**config.mk**
```make
export PLATFORM = sky130hd
export DESIGN_NAME = board_ctl_top
export DESIGN_NICKNAME = d
export VERILOG_FILES = /design/src/rtl/ctl_pkg.sv /design/src/rtl/uart_rx.sv /design/src/rtl/uart_tx.sv /design/src/rtl/ctl_command_decoder.sv /design/src/rtl/status_reporter.sv /design/src/rtl/board_ctl_top.sv
export VERILOG_INCLUDE_DIRS = /design/src /design/src/rtl
export SDC_FILE = /design/constraint.sdc
export NUM_CORES = 1
export LEC_CHECK = 0
export BUFFER_PORTS_ARGS = -buffer_cell sky130_fd_sc_hd__buf_2
export CORE_ASPECT_RATIO = 2
export CORE_UTILIZATION = 50
export CTS_BUF_LIST = sky130_fd_sc_hd__clkbuf_2 sky130_fd_sc_hd__clkbuf_4 sky130_fd_sc_hd__clkbuf_8
export DETAILED_ROUTE_END_ITERATION = 16
export GPL_ROUTABILITY_DRIVEN = 0
export HOLD_SLACK_MARGIN = 0.08
export PLACE_DENSITY_LB_ADDON = 0.08
export SYNTH_ARGS = -nofsm -noshare
export SYNTH_HDL_FRONTEND = slang
export SYNTH_SLANG_ARGS = --single-unit
```
**constraint.sdc**
```tcl
create_clock -name clk48 -period 3.1 [get_ports clk48]
set_input_delay 0.62 -clock clk48 [delete_from_list [all_inputs] [get_ports clk48]]
set_output_delay 0.62 -clock clk48 [all_outputs]
set_load 0.05 [all_outputs]
```
**src/rtl/ctl_macros.svh**
```systemverilog
`ifndef CTL_MACROS_SVH
`define CTL_MACROS_SVH

// Clock and serial bit timing
`define CTL_CLK_HZ          48000000
`define CTL_BIT_TICKS       (`CTL_CLK_HZ / 2000000)   // 24 cycles per bit at 2 Mbit/s

// Command bytes
`define CTL_CMD_SET_BASE    8'h40   // 0x40..0x5f set bit i
`define CTL_CMD_CLR_BASE    8'h60   // 0x60..0x7f clear bit i
`define CTL_CMD_POWEROFF    8'h2e   // "."
`define CTL_CMD_CR          8'h0d
`define CTL_CMD_LF          8'h0a

// Counter lengths and bit positions
`define CTL_POWEROFF_CYCLES 255
`define CTL_BIT_SCREEN      4       // Screen rail
`define CTL_BIT_BACKLIGHT   13      // Needs the screen rail
`define CTL_MSG_LEN         16      // "CTL0 " + 8 hex + count + CR LF

`endif

```
**src/rtl/ctl_pkg.sv**
```systemverilog
package ctl_pkg;

   // One byte on the serial link
   typedef logic [7:0] ctl_byte_t;

   // Peripheral control word, one bit per rail or strap
   typedef logic [31:0] ctl_word_t;

   // Status line counter, wraps after 15
   typedef logic [3:0] msg_count_t;

   // Decoded meaning of a received byte
   typedef enum logic [2:0] {
      cmd_set,        // 0x40..0x5f
      cmd_clear,      // 0x60..0x7f
      cmd_poweroff,   // "."
      cmd_report,     // CR or LF
      cmd_none        // Anything else
   } cmd_kind_e;

   // Serial shifter states, shared by rx and tx
   typedef enum logic [1:0] {
      st_idle,
      st_start,
      st_data,
      st_stop
   } uart_state_e;

endpackage

```
**src/rtl/uart_rx.sv**
```systemverilog
`timescale 1ns/100ps
`include "ctl_macros.svh"

module uart_rx import ctl_pkg::*; (
   input  logic      clk48,
   input  logic      rst_n,
   input  logic      rx,
   output ctl_byte_t rx_data,
   output logic      rx_strobe
);

   localparam int TICK_W = $clog2(`CTL_BIT_TICKS);
   localparam logic [TICK_W-1:0] TICK_LAST = TICK_W'(`CTL_BIT_TICKS - 1);
   localparam logic [TICK_W-1:0] TICK_HALF = TICK_W'(`CTL_BIT_TICKS / 2 - 1);

   uart_state_e       state;
   logic [1:0]        rx_sync;     // Two-flop synchronizer
   logic              rx_prev;     // For falling edge detect
   logic [TICK_W-1:0] tick;
   logic [2:0]        bit_idx;
   ctl_byte_t         shift_reg;

   // Line idles high
   always_ff @(posedge clk48) begin
      if (!rst_n) begin
         rx_sync <= 2'b11;
         rx_prev <= 1'b1;
      end else begin
         rx_sync <= {rx_sync[0], rx};
         rx_prev <= rx_sync[1];
      end
   end

   always_ff @(posedge clk48) begin
      if (!rst_n) begin
         state     <= st_idle;
         tick      <= '0;
         bit_idx   <= '0;
         rx_strobe <= 1'b0;
      end else begin
         rx_strobe <= 1'b0;   // Single-cycle pulse
         case (state)
            st_idle: begin
               tick <= '0;
               if (rx_prev && !rx_sync[1]) state <= st_start;   // Start bit edge
            end
            st_start: begin
               if (tick == TICK_HALF) begin
                  // Mid start bit, still low or it was a glitch
                  tick    <= '0;
                  bit_idx <= '0;
                  state   <= rx_sync[1] ? st_idle : st_data;
               end else begin
                  tick <= tick + 1'b1;
               end
            end
            st_data: begin
               if (tick == TICK_LAST) begin
                  tick      <= '0;
                  shift_reg <= {rx_sync[1], shift_reg[7:1]};   // LSB first
                  bit_idx   <= bit_idx + 1'b1;
                  if (bit_idx == 3'd7) state <= st_stop;
               end else begin
                  tick <= tick + 1'b1;
               end
            end
            st_stop: begin
               if (tick == TICK_LAST) begin
                  tick  <= '0;
                  state <= st_idle;
                  if (rx_sync[1]) begin   // Framing error drops the byte
                     rx_data   <= shift_reg;
                     rx_strobe <= 1'b1;
                  end
               end else begin
                  tick <= tick + 1'b1;
               end
            end
            default: state <= st_idle;
         endcase
      end
   end

endmodule

```
**src/rtl/uart_tx.sv**
```systemverilog
`timescale 1ns/100ps
`include "ctl_macros.svh"

module uart_tx import ctl_pkg::*; (
   input  logic      clk48,
   input  logic      rst_n,
   input  ctl_byte_t tx_data,
   input  logic      tx_send,
   output logic      tx_ready,
   output logic      tx
);

   localparam int TICK_W = $clog2(`CTL_BIT_TICKS);
   localparam logic [TICK_W-1:0] TICK_LAST = TICK_W'(`CTL_BIT_TICKS - 1);

   uart_state_e       state;
   logic [TICK_W-1:0] tick;      // Cycles within current bit
   logic [2:0]        bit_idx;
   ctl_byte_t         shift_reg; // Remaining data bits

   assign tx_ready = (state == st_idle);   // Drops the cycle after tx_send

   always_ff @(posedge clk48) begin
      if (!rst_n) begin
         state   <= st_idle;
         tick    <= '0;
         bit_idx <= '0;
         tx      <= 1'b1;   // Idle line
      end else begin
         case (state)
            st_idle: begin
               tick <= '0;
               if (tx_send) begin
                  shift_reg <= tx_data;
                  tx        <= 1'b0;   // Start bit
                  state     <= st_start;
               end
            end
            st_start: begin
               if (tick == TICK_LAST) begin
                  tick      <= '0;
                  bit_idx   <= '0;
                  tx        <= shift_reg[0];   // LSB first
                  shift_reg <= {1'b0, shift_reg[7:1]};
                  state     <= st_data;
               end else begin
                  tick <= tick + 1'b1;
               end
            end
            st_data: begin
               if (tick == TICK_LAST) begin
                  tick    <= '0;
                  bit_idx <= bit_idx + 1'b1;
                  if (bit_idx == 3'd7) begin
                     tx    <= 1'b1;   // Stop bit
                     state <= st_stop;
                  end else begin
                     tx        <= shift_reg[0];
                     shift_reg <= {1'b0, shift_reg[7:1]};
                  end
               end else begin
                  tick <= tick + 1'b1;
               end
            end
            st_stop: begin
               if (tick == TICK_LAST) begin
                  tick  <= '0;
                  state <= st_idle;   // Ready again after full stop bit
               end else begin
                  tick <= tick + 1'b1;
               end
            end
            default: state <= st_idle;
         endcase
      end
   end

endmodule

```
**src/rtl/ctl_command_decoder.sv**
```systemverilog
`timescale 1ns/100ps
`include "ctl_macros.svh"

module ctl_command_decoder import ctl_pkg::*; (
   input  logic      clk48,
   input  logic      rst_n,
   input  ctl_byte_t rx_data,
   input  logic      rx_strobe,
   output ctl_word_t ctl_bits,
   output logic      report_req,
   output logic      poweroff_n,
   output logic      activity_led
);

   localparam logic [4:0] BIT_SCREEN    = 5'(`CTL_BIT_SCREEN);
   localparam logic [4:0] BIT_BACKLIGHT = 5'(`CTL_BIT_BACKLIGHT);

   cmd_kind_e  cmd_kind;
   logic [4:0] bit_idx;        // Target bit of set/clear
   logic [7:0] poweroff_cnt;   // Cycles of power-off left

   assign bit_idx = rx_data[4:0];

   // Top three bits pick the set and clear ranges
   always_comb begin
      if ((rx_data & 8'he0) == `CTL_CMD_SET_BASE) begin
         cmd_kind = cmd_set;
      end else if ((rx_data & 8'he0) == `CTL_CMD_CLR_BASE) begin
         cmd_kind = cmd_clear;
      end else if (rx_data == `CTL_CMD_POWEROFF) begin
         cmd_kind = cmd_poweroff;
      end else if (rx_data == `CTL_CMD_CR || rx_data == `CTL_CMD_LF) begin
         cmd_kind = cmd_report;
      end else begin
         cmd_kind = cmd_none;
      end
   end

   // Low while counter runs, 255 cycles from a load
   assign poweroff_n = (poweroff_cnt == 8'd0);

   always_ff @(posedge clk48) begin
      if (!rst_n) begin
         ctl_bits     <= '0;
         report_req   <= 1'b0;
         poweroff_cnt <= 8'd0;
         activity_led <= 1'b0;
      end else begin
         report_req <= 1'b0;
         if (poweroff_cnt != 8'd0) poweroff_cnt <= poweroff_cnt - 1'b1;
         if (rx_strobe) begin
            activity_led <= ~activity_led;   // Every byte, known or not
            case (cmd_kind)
               cmd_set: begin
                  // Backlight only with the screen rail up
                  if (bit_idx != BIT_BACKLIGHT || ctl_bits[BIT_SCREEN])
                     ctl_bits[bit_idx] <= 1'b1;
               end
               cmd_clear: begin
                  ctl_bits[bit_idx] <= 1'b0;
                  if (bit_idx == BIT_SCREEN) ctl_bits[BIT_BACKLIGHT] <= 1'b0;   // No backfeed
               end
               cmd_poweroff: poweroff_cnt <= 8'(`CTL_POWEROFF_CYCLES);   // Reload
               cmd_report:   report_req   <= 1'b1;
               default: ;
            endcase
         end
      end
   end

endmodule

```
**src/rtl/status_reporter.sv**
```systemverilog
`timescale 1ns/100ps
`include "ctl_macros.svh"

module status_reporter import ctl_pkg::*; (
   input  logic      clk48,
   input  logic      rst_n,
   input  ctl_word_t ctl_bits,
   input  logic      report_req,
   input  logic      tx_ready,
   output ctl_byte_t tx_data,
   output logic      tx_send
);

   // Counter digit, CR and LF close the line
   localparam logic [3:0] IDX_COUNT = 4'(`CTL_MSG_LEN - 3);
   localparam logic [3:0] IDX_CR    = 4'(`CTL_MSG_LEN - 2);
   localparam logic [3:0] IDX_LF    = 4'(`CTL_MSG_LEN - 1);

   logic       busy;       // Line in progress
   logic [3:0] char_idx;   // Next character to hand over
   ctl_word_t  snapshot;   // Control word at request time
   msg_count_t msg_count;
   logic [2:0] nib_sel;
   logic [3:0] nibble;

   // Lower-case hex digit
   function automatic ctl_byte_t hex_char(input logic [3:0] n);
      ctl_byte_t c;
      if (n < 4'd10) c = 8'h30 + {4'h0, n};   // "0".."9"
      else           c = 8'h57 + {4'h0, n};   // "a".."f"
      return c;
   endfunction

   assign tx_send = rst_n && busy && tx_ready;   // Handover cycle outside reset

   // Chars 5..12 walk nibbles 7..0 with the MS nibble first
   assign nib_sel = 3'(4'd12 - char_idx);
   assign nibble  = snapshot[{nib_sel, 2'b00} +: 4];

   always_comb begin
      case (char_idx)
         4'd0:      tx_data = 8'h43;   // C
         4'd1:      tx_data = 8'h54;   // T
         4'd2:      tx_data = 8'h4c;   // L
         4'd3:      tx_data = 8'h30;   // 0
         4'd4:      tx_data = 8'h20;   // Space
         IDX_COUNT: tx_data = hex_char(msg_count);
         IDX_CR:    tx_data = `CTL_CMD_CR;
         IDX_LF:    tx_data = `CTL_CMD_LF;
         default:   tx_data = hex_char(nibble);
      endcase
   end

   always_ff @(posedge clk48) begin
      if (!rst_n) begin
         busy      <= 1'b1;   // Startup line
         char_idx  <= '0;
         snapshot  <= '0;
         msg_count <= '0;
      end else begin
         if (tx_send) begin
            char_idx <= char_idx + 1'b1;   // Wraps to 0 after LF
            if (char_idx == IDX_COUNT) msg_count <= msg_count + 1'b1;
            if (char_idx == IDX_LF)    busy      <= 1'b0;
         end
         // New request restarts the line while the byte on the wire finishes
         if (report_req) begin
            snapshot <= ctl_bits;
            char_idx <= '0;
            busy     <= 1'b1;
         end
      end
   end

endmodule

```
**src/rtl/board_ctl_top.sv**
```systemverilog
`timescale 1ns/100ps

module board_ctl_top import ctl_pkg::*; (
   input  logic      clk48,
   input  logic      rst_n,
   input  logic      uart_rxd,     // Commands from host
   output logic      uart_txd,     // Status lines to host
   output ctl_word_t ctl_bits,     // Peripheral control bits
   output logic      poweroff_n,   // Main FPGA power-off request
   output logic      activity_led
);

   ctl_byte_t rx_data;
   logic      rx_strobe;
   logic      report_req;
   ctl_byte_t tx_data;
   logic      tx_send;
   logic      tx_ready;

   uart_rx u_rx (
      .clk48     (clk48),
      .rst_n     (rst_n),
      .rx        (uart_rxd),
      .rx_data   (rx_data),
      .rx_strobe (rx_strobe)
   );

   ctl_command_decoder u_decoder (
      .clk48        (clk48),
      .rst_n        (rst_n),
      .rx_data      (rx_data),
      .rx_strobe    (rx_strobe),
      .ctl_bits     (ctl_bits),
      .report_req   (report_req),
      .poweroff_n   (poweroff_n),
      .activity_led (activity_led)
   );

   // Snapshot comes from the decoder's live control word
   status_reporter u_reporter (
      .clk48      (clk48),
      .rst_n      (rst_n),
      .ctl_bits   (ctl_bits),
      .report_req (report_req),
      .tx_ready   (tx_ready),
      .tx_data    (tx_data),
      .tx_send    (tx_send)
   );

   uart_tx u_tx (
      .clk48    (clk48),
      .rst_n    (rst_n),
      .tx_data  (tx_data),
      .tx_send  (tx_send),
      .tx_ready (tx_ready),
      .tx       (uart_txd)
   );

endmodule

```
# Word level (Yosys, flattened, before mapping)
# Index checks and enable logic that the tools add are counted.
dict set report word_totals {
  wordCells 167
  out_inout_bits 35
  regBits 132
  in_bits 3
}
dict set report classes {
  muxes 51
  reduce_logical 33
  addsub 12
  shift 1
  order_cmp 4
  n_eq_ne 40
  bitwise 5
}
# op n
set op_table {}
lappend op_table {{2-to-1 mux 8 bit} 9}
lappend op_table {{case mux 32 bit (2 select lines)} 1}
lappend op_table {{case mux 8 bit (8 select lines)} 1}
lappend op_table {{AND 32 bit} 1}
lappend op_table {{2-to-1 mux 32 bit} 1}
lappend op_table {{NOT 32 bit} 1}
lappend op_table {{bitwise OR 32 bit} 1}
lappend op_table {{indexed part select 32 x 6 -> 4 bit} 1}
lappend op_table {{2-to-1 mux 3 bit} 8}
lappend op_table {{case mux 8 bit (3 select lines)} 1}
lappend op_table {{2-to-1 mux 2 bit} 11}
lappend op_table {{!= test 2 x 1 -> 1 bit, second input constant} 10}
lappend op_table {{adder 7 x 4 -> 8 bit, first input constant} 2}
lappend op_table {{equality test 8 x 4 -> 1 bit, second input constant} 2}
lappend op_table {{case mux 2 bit (4 select lines)} 2}
lappend op_table {{2-to-1 mux 5 bit} 3}
lappend op_table {{case mux 5 bit (3 select lines)} 1}
lappend op_table {{AND reduction 3 bit} 5}
lappend op_table {{adder 6 x 4 -> 7 bit, first input constant} 2}
lappend op_table {{equality test 3 x 2 -> 1 bit, second input constant} 4}
lappend op_table {{equality test 4 bit, second input constant} 3}
lappend op_table {{case mux 3 bit (2 select lines)} 2}
lappend op_table {{adder 5 x 1 -> 5 bit, second input constant} 2}
lappend op_table {{equality test 5 bit, second input constant} 2}
lappend op_table {{other kinds (40)} 70}

# Longest topological paths before layout
# Gate-level depths: netlist of the first run.
dict set report depth {
  depth_word 9
  depth_mapped 10
  ltp_nobuf 8
}

# Hierarchy
# Synthesis of the first run repeated with hierarchy kept, for this count alone.
dict set report unflattened {
  hier_cells 639
  area_unflattened_um2 6427.4
}
# module seq_area_each_um2 instances cells_per_inst area_per_inst_um2
set by_module_without_submodules {}
lappend by_module_without_submodules {status_reporter 820.8 1 251 2357.3}
lappend by_module_without_submodules {ctl_command_decoder 840.8 1 213 1949.4}
lappend by_module_without_submodules {uart_rx 760.7 1 88 1134.8}
lappend by_module_without_submodules {uart_tx 460.4 1 87 985.9}

# Least setup slack after synthesis of the first run
# Ideal clock, no wire load.
dict set report synth_path {
  path_kind {reg2reg}
  startpoint {register u_reporter.char_idx[0]}
  endpoint {register u_tx.shift_reg[4], data pin}
  path_stages_with_launch 11
  path_slack_ps 474
  t_required_ps 2846
  arrival_time_ps 2372
  n_path_buf 2
  synth_period_minus_slack_ps 2626
  setup_time_ps 254
  cell_sequence {dfxtp_1 -> inv_2 -> ha_1 -> buf_6 -> buf_12 -> mux2i_1 -> and3_2 -> or4b_4 -> nor2_4 -> a221oi_2 -> a21o_1}
}
dict set report synth_between {
  elab_chain_len 7
  elab_cells_between_ends 17
  classes_between {3 x add/sub; 1 x order compare; 7 x eq/ne; 1 x shift; 4 x mux; 1 x reduce/logical}
}
# element line
set synth_rtl {}
lappend synth_rtl {{start: declaration} status_reporter.sv:20} ;# logic [3:0] char_idx;
lappend synth_rtl {{start signal: assignment} status_reporter.sv:62} ;# char_idx <= char_idx + 1'b1;
lappend synth_rtl {{subtractor 3 bit} status_reporter.sv:37} ;# assign nib_sel = 3'(4'd12 - char_idx);
lappend synth_rtl {{indexed part select 32 x 6 -> 4 bit} status_reporter.sv:38} ;# assign nibble = snapshot[{nib_sel, 2'b00} +: 4];
lappend synth_rtl {{adder 7 x 4 -> 8 bit, or another cell as far along} status_reporter.sv:30} ;# else c = 8'h57 + {4'h0, n}; // "a".."f"
lappend synth_rtl {{2-to-1 mux 8 bit} status_reporter.sv:29} ;# if (n < 4'd10) c = 8'h30 + {4'h0, n}; // "0".."9"
lappend synth_rtl {{case mux 8 bit (8 select lines) *} status_reporter.sv:41} ;# case (char_idx)
lappend synth_rtl {{2-to-1 mux 8 bit *} uart_tx.sv:33} ;# if (tx_send) begin
lappend synth_rtl {{case mux 8 bit (3 select lines) *} uart_tx.sv:30} ;# case (state)
lappend synth_rtl {{end signal: assignment} uart_tx.sv:34} ;# shift_reg <= tx_data;
lappend synth_rtl {{end signal: assignment} uart_tx.sv:44} ;# shift_reg <= {1'b0, shift_reg[7:1]};
lappend synth_rtl {{end signal: assignment} uart_tx.sv:59} ;# shift_reg <= {1'b0, shift_reg[7:1]};
lappend synth_rtl {{end: declaration} uart_tx.sv:19} ;# ctl_byte_t shift_reg;
# Every way passes the cells marked *; elsewhere a longest branch is shown, timed or not. The select of a mux whose other input is x is not followed.
# A chain may end at the register's enable or synchronous reset.

# Worst setup path after layout of the first run
dict set report layout_path {
  startpoint {register u_reporter.char_idx[1]}
  endpoint {register u_tx.shift_reg[4], data pin}
}
# The elaborated chain is that of the path after synthesis.

==> metrics.log, run 1 <==
INFO  metric run_status = finished clean
INFO  metric min_period_over_period = 0.881
INFO  metric required_arrival_time_at_the_worst_endpoint = about 3.3 ns
INFO  metric finalHoldViolations = 0
INFO  metric cpMostUsedCell = ha_1
INFO  metric timing.critical_path.max_delay_family = multiplexers
INFO  metric worstSetupEndpointType = flop
INFO  metric die_w = 80.8 um
INFO  metric ys_async_sr_fraction = 0
INFO  metric grt_setup_unrepaired = no
INFO  metric cp_max_fo = 17
INFO  metric synth_nets = about 680
INFO  metric hold_path.class = in2reg
INFO  metric synth.ff_latch_count = approximately 130
INFO  metric critPathSlowestCell = mux4_2
INFO  metric cts-root-to-sink-buffers = 2
INFO  metric layout.filler_cells = between 1,000 and 1,500
INFO  metric synth_top_family_by_area = simple AND/OR/NAND/NOR gates
INFO  metric regArea = 0.00285 mm^2
INFO  metric timing.clock.skew = between 0.01 and 0.015 ns
INFO  metric grt_use_total = 0.239
INFO  metric dp_hpwl = roughly 11,000 um
INFO  metric max_freq = ~370 MHz
INFO  metric cts-hold-fix-buffers = 0
INFO  metric post_cts_resize_count = 0
INFO  metric coreArea = approximately 0.012 mm^2
INFO  metric power.density_cell_area = between 700 and 800 mW/mm^2
INFO  metric die-height = 160 um
INFO  metric slew_headroom = 0.307
INFO  metric area_delta_synth_final = 10.3%
INFO  metric tritoncts = yes
INFO  metric endpoint = u_tx.shift_reg[4]
INFO  metric highest_cell_delay_on_the_worst_timing_path = ~0.55 ns
INFO  metric drv_slew = 0
INFO  metric clk_latency = 0.42 ns
INFO  metric ff2ff_setup_slack = between 0.3 and 0.4 ns
INFO  metric antennaDiodeCount = 0
INFO  metric postSynthCellCount = around 660
INFO  metric cts.clk_slew.worst_paths = approximately 0.08 ns
INFO  metric crit_path_cell_chain = inv_1 -> ha_1 -> buf_4 -> mux2i_1 -> mux4_2 -> ha_1 -> o21ai_0 -> a221oi_2 -> a21o_1
INFO  metric antenna_left = 0
INFO  metric cts.root.buffer_cell = clkbuf_8
INFO  metric timing.critical_path.from = u_reporter.char_idx[1]
INFO  metric cts.sinks = 131
INFO  metric worstPathBufferInverterCount = 2
INFO  metric arrival = between 2 and 3 ns
INFO  metric boundaryPins = 38
INFO  metric ys_warn_count = 0
INFO  metric static-leakage-power = 2.52 nW
INFO  metric totalWireLength = 14,200 um
INFO  metric worstRegToRegCells = 9
INFO  metric drt_iter0_drc = between 200 and 250
INFO  metric first_pass_iters = 4
INFO  metric floorplan.die_area = 0.0129 mm^2
INFO  metric post_route_cells_drive_above_1_share = 0.157
INFO  metric post_synth_fa_ha_maj_area_fraction = 0.0484
INFO  metric start_util = 0.512
INFO  metric number_of_logic_stages_on_the_critical_path_including_buffering = 9
INFO  metric postCtsSetupRepairBufs = 0
INFO  metric gr-total-overflow = 0
INFO  metric grt_pass1_wl = ~24,000 um
INFO  metric grt_antenna_before_repair = 0
INFO  metric synthMuxAreaShare = 0.100
INFO  metric h-tree-depth = 4
INFO  metric worstReg2RegEnd = u_tx.shift_reg[4]
INFO  metric synth.yosys.seq_area_share = 0.460
INFO  metric synth_compound_gate_area_share = 0.0960
INFO  metric row_count = 57
INFO  metric yosys.area_share.simple = 0.227
INFO  metric worst_setup_path_start_kind = flop
INFO  metric total_power = 4.97 mW
INFO  metric synth_area = approximately 0.0062 mm^2
INFO  metric synth-edff-count = 23
INFO  metric max_slew.worst_pin.slew = 1.04 ns
INFO  metric drt-wirelength-per-cell = 16.8 um
INFO  metric multiInputGateArea = approximately 0.0031 mm^2
INFO  metric timing_worst_setup_path_type = reg2reg
INFO  metric via_count = ~4,800
INFO  metric fin_tns_setup = 0 ns
INFO  metric rr_startpoint = u_reporter.char_idx[1]
INFO  metric maximum_number_of_pins_on_one_net_before_global_route_repair = 44
INFO  metric design.final.nets = 713
INFO  metric postSynthAreaPerCell = between 9 and 10 um^2
INFO  metric vias_per_cell = roughly 5.7
INFO  metric parity_gate_share_of_the_synthesized_area_counting_xor_and_xnor_cells = 0.0284
INFO  metric io_buffer_count = 37
INFO  metric max-cap-violations = 0
INFO  metric fin_crit = 2.73 ns
INFO  metric synth_flop_cell = dfxtp_1
INFO  metric setup_viol = 0
INFO  metric yosys.cell_types.count = 74
INFO  metric maximum_vdd_drop = a little under 0.0005 V
INFO  metric first_global_vias = between 4,000 and 5,000
INFO  metric route.detailed.drc = 0
INFO  metric numCtsBuffers = 17
==> synthesized netlist by cell type (5+ instances only) <==
cell	number	area [um^2]
nand2b_1	8	50.1
ha_1	24	300
inv_1	13	48.8
o21ai_0	8	40.0
nor3b_1	5	37.5
xor2_1	7	61.3
a21oi_1	37	185
nand2_1	50	188
nor3_1	45	225
xnor2_1	10	87.6
nand3_1	12	60.1
mux2i_1	52	521
a31oi_1	7	43.8
o21ai_1	7	35.0
nor2_1	111	417
dfxtp_1	108	2160
nor2b_1	6	37.5
edfxtp_1	23	691
clkbuf_1	29	109
==> final cells by class <==
class | instances | area share
Multi-Input combinational cell | 471 | 0.453
Sequential cell | 131 | 0.417
Clock buffer | 20 | 0.0393
Timing Repair Buffer | 48 | 0.0391
Tap cell | 147 | 0.0269
Clock inverter | 12 | 0.0155
Inverter | 17 | 0.00932
==> how the worst min path moves through the flow <==
| stage | from | depth (start not counted) | endpoint |
|---|---|---|---|
| 2_1_floorplan | u_rx.rx_sync[0] | 1 | u_rx.rx_sync[1] |
| 3_3_place_gp | u_rx.shift_reg[0] | 0 | u_rx.rx_data[0] |
| 3_5_place_dp | u_rx.rx_sync[0] | 1 | u_rx.rx_sync[1] |
| 4_1_cts | uart_rxd | 2 | u_rx.rx_sync[0] |
| 5_1_grt | uart_rxd | 2 | u_rx.rx_sync[0] |
| 6_report | uart_rxd | 2 | u_rx.rx_sync[0] |
==> per-stage QoR <==
step	cells	util	setup slack, ns	hold slack, ns	instance area (um^2)
4_1_cts	846	0.564	0.386	0.371	6840
3_5_place_dp	814	0.534	0.396	0.396	6470
3_3_place_gp	814	0.534	0.564	0.406	6470
5_1_grt	846	0.564	0.273	0.378	6840
2_1_floorplan	655	-	0.474	0.386	6200
6_report	846	0.564	0.369	0.396	6840
==> worst register-to-register path: cells and delay by family, from the launching register on <==
family                   cells  cell delay, ns
buffers and inverters        2            0.34
AO/OA/AOI/OAI                3            0.58
flip-flops                   1            0.38
adder cells (fa/ha/maj)      2            0.52
multiplexers                 2            0.68
==> per-layer routing <==
layer / wire (um) / up-vias / GRT usage
met5: 0 / - / 0
met4: 539 / 0 / 0.119
met3: 271 / 30 / 0.0395
met2: 7830 / 80 / 0.430
met1: 5590 / 2324 / 0.259
li1: - / 2354 / -
==> cells in the final DEF (no fill, tap or decap), types with 3 or more instances in the layout <==
| master | count |
|---|---|
| nand2b_1 | 8 |
| clkbuf_8 | 19 |
| nor2_1 | 111 |
| nand4_1 | 4 |
| a21oi_1 | 37 |
| inv_1 | 13 |
| nand3_1 | 12 |
| buf_4 | 11 |
| xor2_1 | 7 |
| clkinv_4 | 3 |
| o21bai_1 | 3 |
| nor3_1 | 45 |
| clkinv_2 | 4 |
| o21ai_0 | 8 |
| a211oi_1 | 3 |
| and3_1 | 4 |
| edfxtp_1 | 23 |
| nand3b_1 | 3 |
| nor4_1 | 3 |
| mux4_2 | 4 |
| dfxtp_1 | 107 |
| nor3b_1 | 5 |
| o21ai_1 | 7 |
| a31oi_1 | 7 |
| ha_1 | 24 |
| buf_2 | 37 |
| nand2_1 | 50 |
| nor2b_1 | 6 |
| inv_2 | 4 |
| and2_1 | 4 |
| mux2i_1 | 52 |
| xnor2_1 | 10 |
==> power by group <==
part	leakage [nW]	switching [mW]	internal, mW	total (mW)
Clock	0.193	0.670	0.686	1.36
Sequential	1.08	0.0989	1.91	2.00
Combinational	1.24	0.931	0.675	1.61
==> cells by family after synthesis <==
kind of cell	Yosys count
flip-flops	131
AO/OA/AOI/OAI	89
buffers and inverters	53
AND/OR/NAND/NOR	283
multiplexers	57
XOR/XNOR	18
adder cells (fa/ha/maj)	24
Note: power is estimated with default switching activity, not from simulation.
==> run 2, diff against run 1 <==
CORE_UTILIZATION = 40   (was 50)
==> run 2 against run 1 <==
Net effect:
- first-iteration DRC count decreased by 21%
- global-route usage is 4.1 points lower
- clock skew down 0.0049 ns
- non-clock buffer count unchanged
- critical path depth decreased by 5
- count of clock-buffer cells in the layout is 1 lower
- worst setup slack improved by 0.050 ns
==> metrics.log, run 2 (synthesis gave the netlist of run 1 again) <==
INFO  metric max_freq = ~370 MHz
INFO  metric rr_startpoint = u_reporter.char_idx[1]
INFO  metric layout.cells.most_common = nor2_1
INFO  metric cp_max_fo = 8
INFO  metric fin_crit = 2.68 ns
INFO  metric final_cell_count_no_fill = approximately 900
INFO  metric floorplan.die_area = approximately 0.016 mm^2
INFO  metric design.final.nets = 713
INFO  metric post_cts_resize_count = 0
INFO  metric drv_slew = 0
INFO  metric tritoncts = yes
INFO  metric min-delay-start = uart_rxd
INFO  metric totalWireLength = 14,800 um
INFO  metric fin_tns_setup = 0 ns
INFO  metric cts.sinks = 131
INFO  metric worst_setup_path_start_kind = flop
INFO  metric post_route_cells_drive_above_1_share = 0.153
INFO  metric via_count = 4,723
INFO  metric static-leakage-power = 2.54 nW
INFO  metric die_w = around 90 um
INFO  metric row_count = 64
INFO  metric timing.critical_path.from = u_decoder.poweroff_cnt[3]
INFO  metric antennaDiodeCount = 0
INFO  metric vias_per_cell = around 5.3
INFO  metric timing_worst_setup_path_type = reg2out
INFO  metric grt_setup_unrepaired = no
INFO  metric drt_iter0_drc = 182
INFO  metric numCtsBuffers = 17
INFO  metric hold-worst-slack = around 0.36 ns
INFO  metric min_period_over_period = 0.865
INFO  metric max_slew.worst_pin.slew = 1.01 ns
INFO  metric layout_common_cells = nor2_1 (111), dfxtp_1 (107), mux2i_1 (52)
INFO  metric cts.root.buffer_cell = clkbuf_8
INFO  metric total_power = about 5.2 mW
INFO  metric postCtsSetupRepairBufs = 0
INFO  metric coreArea = about 0.015 mm^2
INFO  metric setup_viol = 0
INFO  metric max-cap-violations = 0
INFO  metric route.detailed.drc = 0
INFO  metric first_global_vias = between 4,000 and 5,000
INFO  metric timing.clock.skew = between 0.006 and 0.007 ns
INFO  metric cts.clk_slew.worst_paths = about 0.08 ns
INFO  metric slew_headroom = 0.329
INFO  metric clk_latency = approximately 0.44 ns
INFO  metric gr-total-overflow = 0
INFO  metric grt_use_total = 0.198
INFO  metric power.density_cell_area = 744 mW/mm^2
INFO  metric cts-root-to-sink-buffers = 2
INFO  metric critPathSlowestCell = or4_4
INFO  metric grt_pass1_wl = ~24,000 um
INFO  metric placed_instances = 865
INFO  metric grt_antenna_before_repair = 0
INFO  metric io_buffer_count = 37
INFO  metric boundaryPins = 38
INFO  metric drt-wirelength-per-cell = between 15 and 20 um
INFO  metric maximum_vdd_drop = 0.000405 V
INFO  metric dp_hpwl = around 11,000 um
INFO  metric finalHoldViolations = 0
INFO  metric die-height = 178 um
INFO  metric crit_path_cell_chain = or4_4 -> nor4b_4 -> buf_4 -> buf_2
INFO  metric required_arrival_time_at_the_worst_endpoint = around 2.5 ns
INFO  metric first_pass_iters = 4
INFO  metric arrival = between 2 and 2.5 ns
INFO  metric run_status = finished clean
INFO  metric start_util = 0.408
INFO  metric worstSetupEndpointType = output port
INFO  metric ff2ff_setup_slack = 0.49 ns
INFO  metric area_delta_synth_final = 12.4%
INFO  metric antenna_left = 0
INFO  metric h-tree-depth = 4
INFO  metric cts-hold-fix-buffers = 0
INFO  metric hold_path.class = in2reg
INFO  metric highest_cell_delay_on_the_worst_timing_path = approximately 0.57 ns
INFO  metric layout.filler_cells = between 1,500 and 2,000
INFO  metric maximum_number_of_pins_on_one_net_before_global_route_repair = 84
-- run 2: cell types whose count changed in the layout (fill, tap and decap cells not counted) --
cell,before,now
clkbuf_8,19,17
clkinv_1,0,3
inv_4,1,0
inv_6,1,2
bufinv_16,1,4
clkbuf_4,1,2
buf_12,0,1
buf_4,11,10
clkinv_4,3,2
clkinv_2,4,0
-- run 2: cell type report --
type	instances	area, um^2	area share
flip-flops and latches	131	2850	0.409
clock buffers	19	249	0.0357
well taps	198	248	0.0355
inverters	17	63.8	0.00915
multi-input cells	471	3100	0.444
repair buffers	48	280	0.0402
clock inverters	13	181	0.0260
-- run 2: stage by stage --
| step | area (um^2) | setup slack (ns) | util |
|---|---|---|---|
| global route | 6980 | 0.272 | 0.458 |
| finish | 6980 | 0.418 | 0.458 |
| floorplan | 6200 | 0.474 | - |
| global placement | 6550 | 0.546 | 0.430 |
| detailed placement | 6550 | 0.495 | 0.430 |
| CTS | 6980 | 0.376 | 0.458 |
-- run 2: worst paths after layout --
path	to	cells after the start
setup reg to reg	u_tx.shift_reg[4]	9
hold / removal	u_rx.rx_sync[0]	2
hold reg to reg	u_rx.rx_data[0]	0
setup / recovery	poweroff_n	4
-- run 2: worst max-delay path, delay by kind of cell (launching register included) --
family | cells | cell delay, ns
buffers and inverters | 2 | 0.47
DFF | 1 | 0.36
and+or+nand+nor | 2 | 0.78
-- run 2: routing by layer --
layer,vias up,global-route usage,share of wire
li1,2362,-,-
met1,2228,0.190,0.36
met4,0,0.130,0.051
met5,-,0,0
met3,38,0.0413,0.027
met2,95,0.377,0.56
-- run 2: where the power goes --
part	internal, mW	switching, mW
clock	0.893	0.689
sequential	1.91	0.0995
combinational	0.677	0.928
total	3.48	1.72
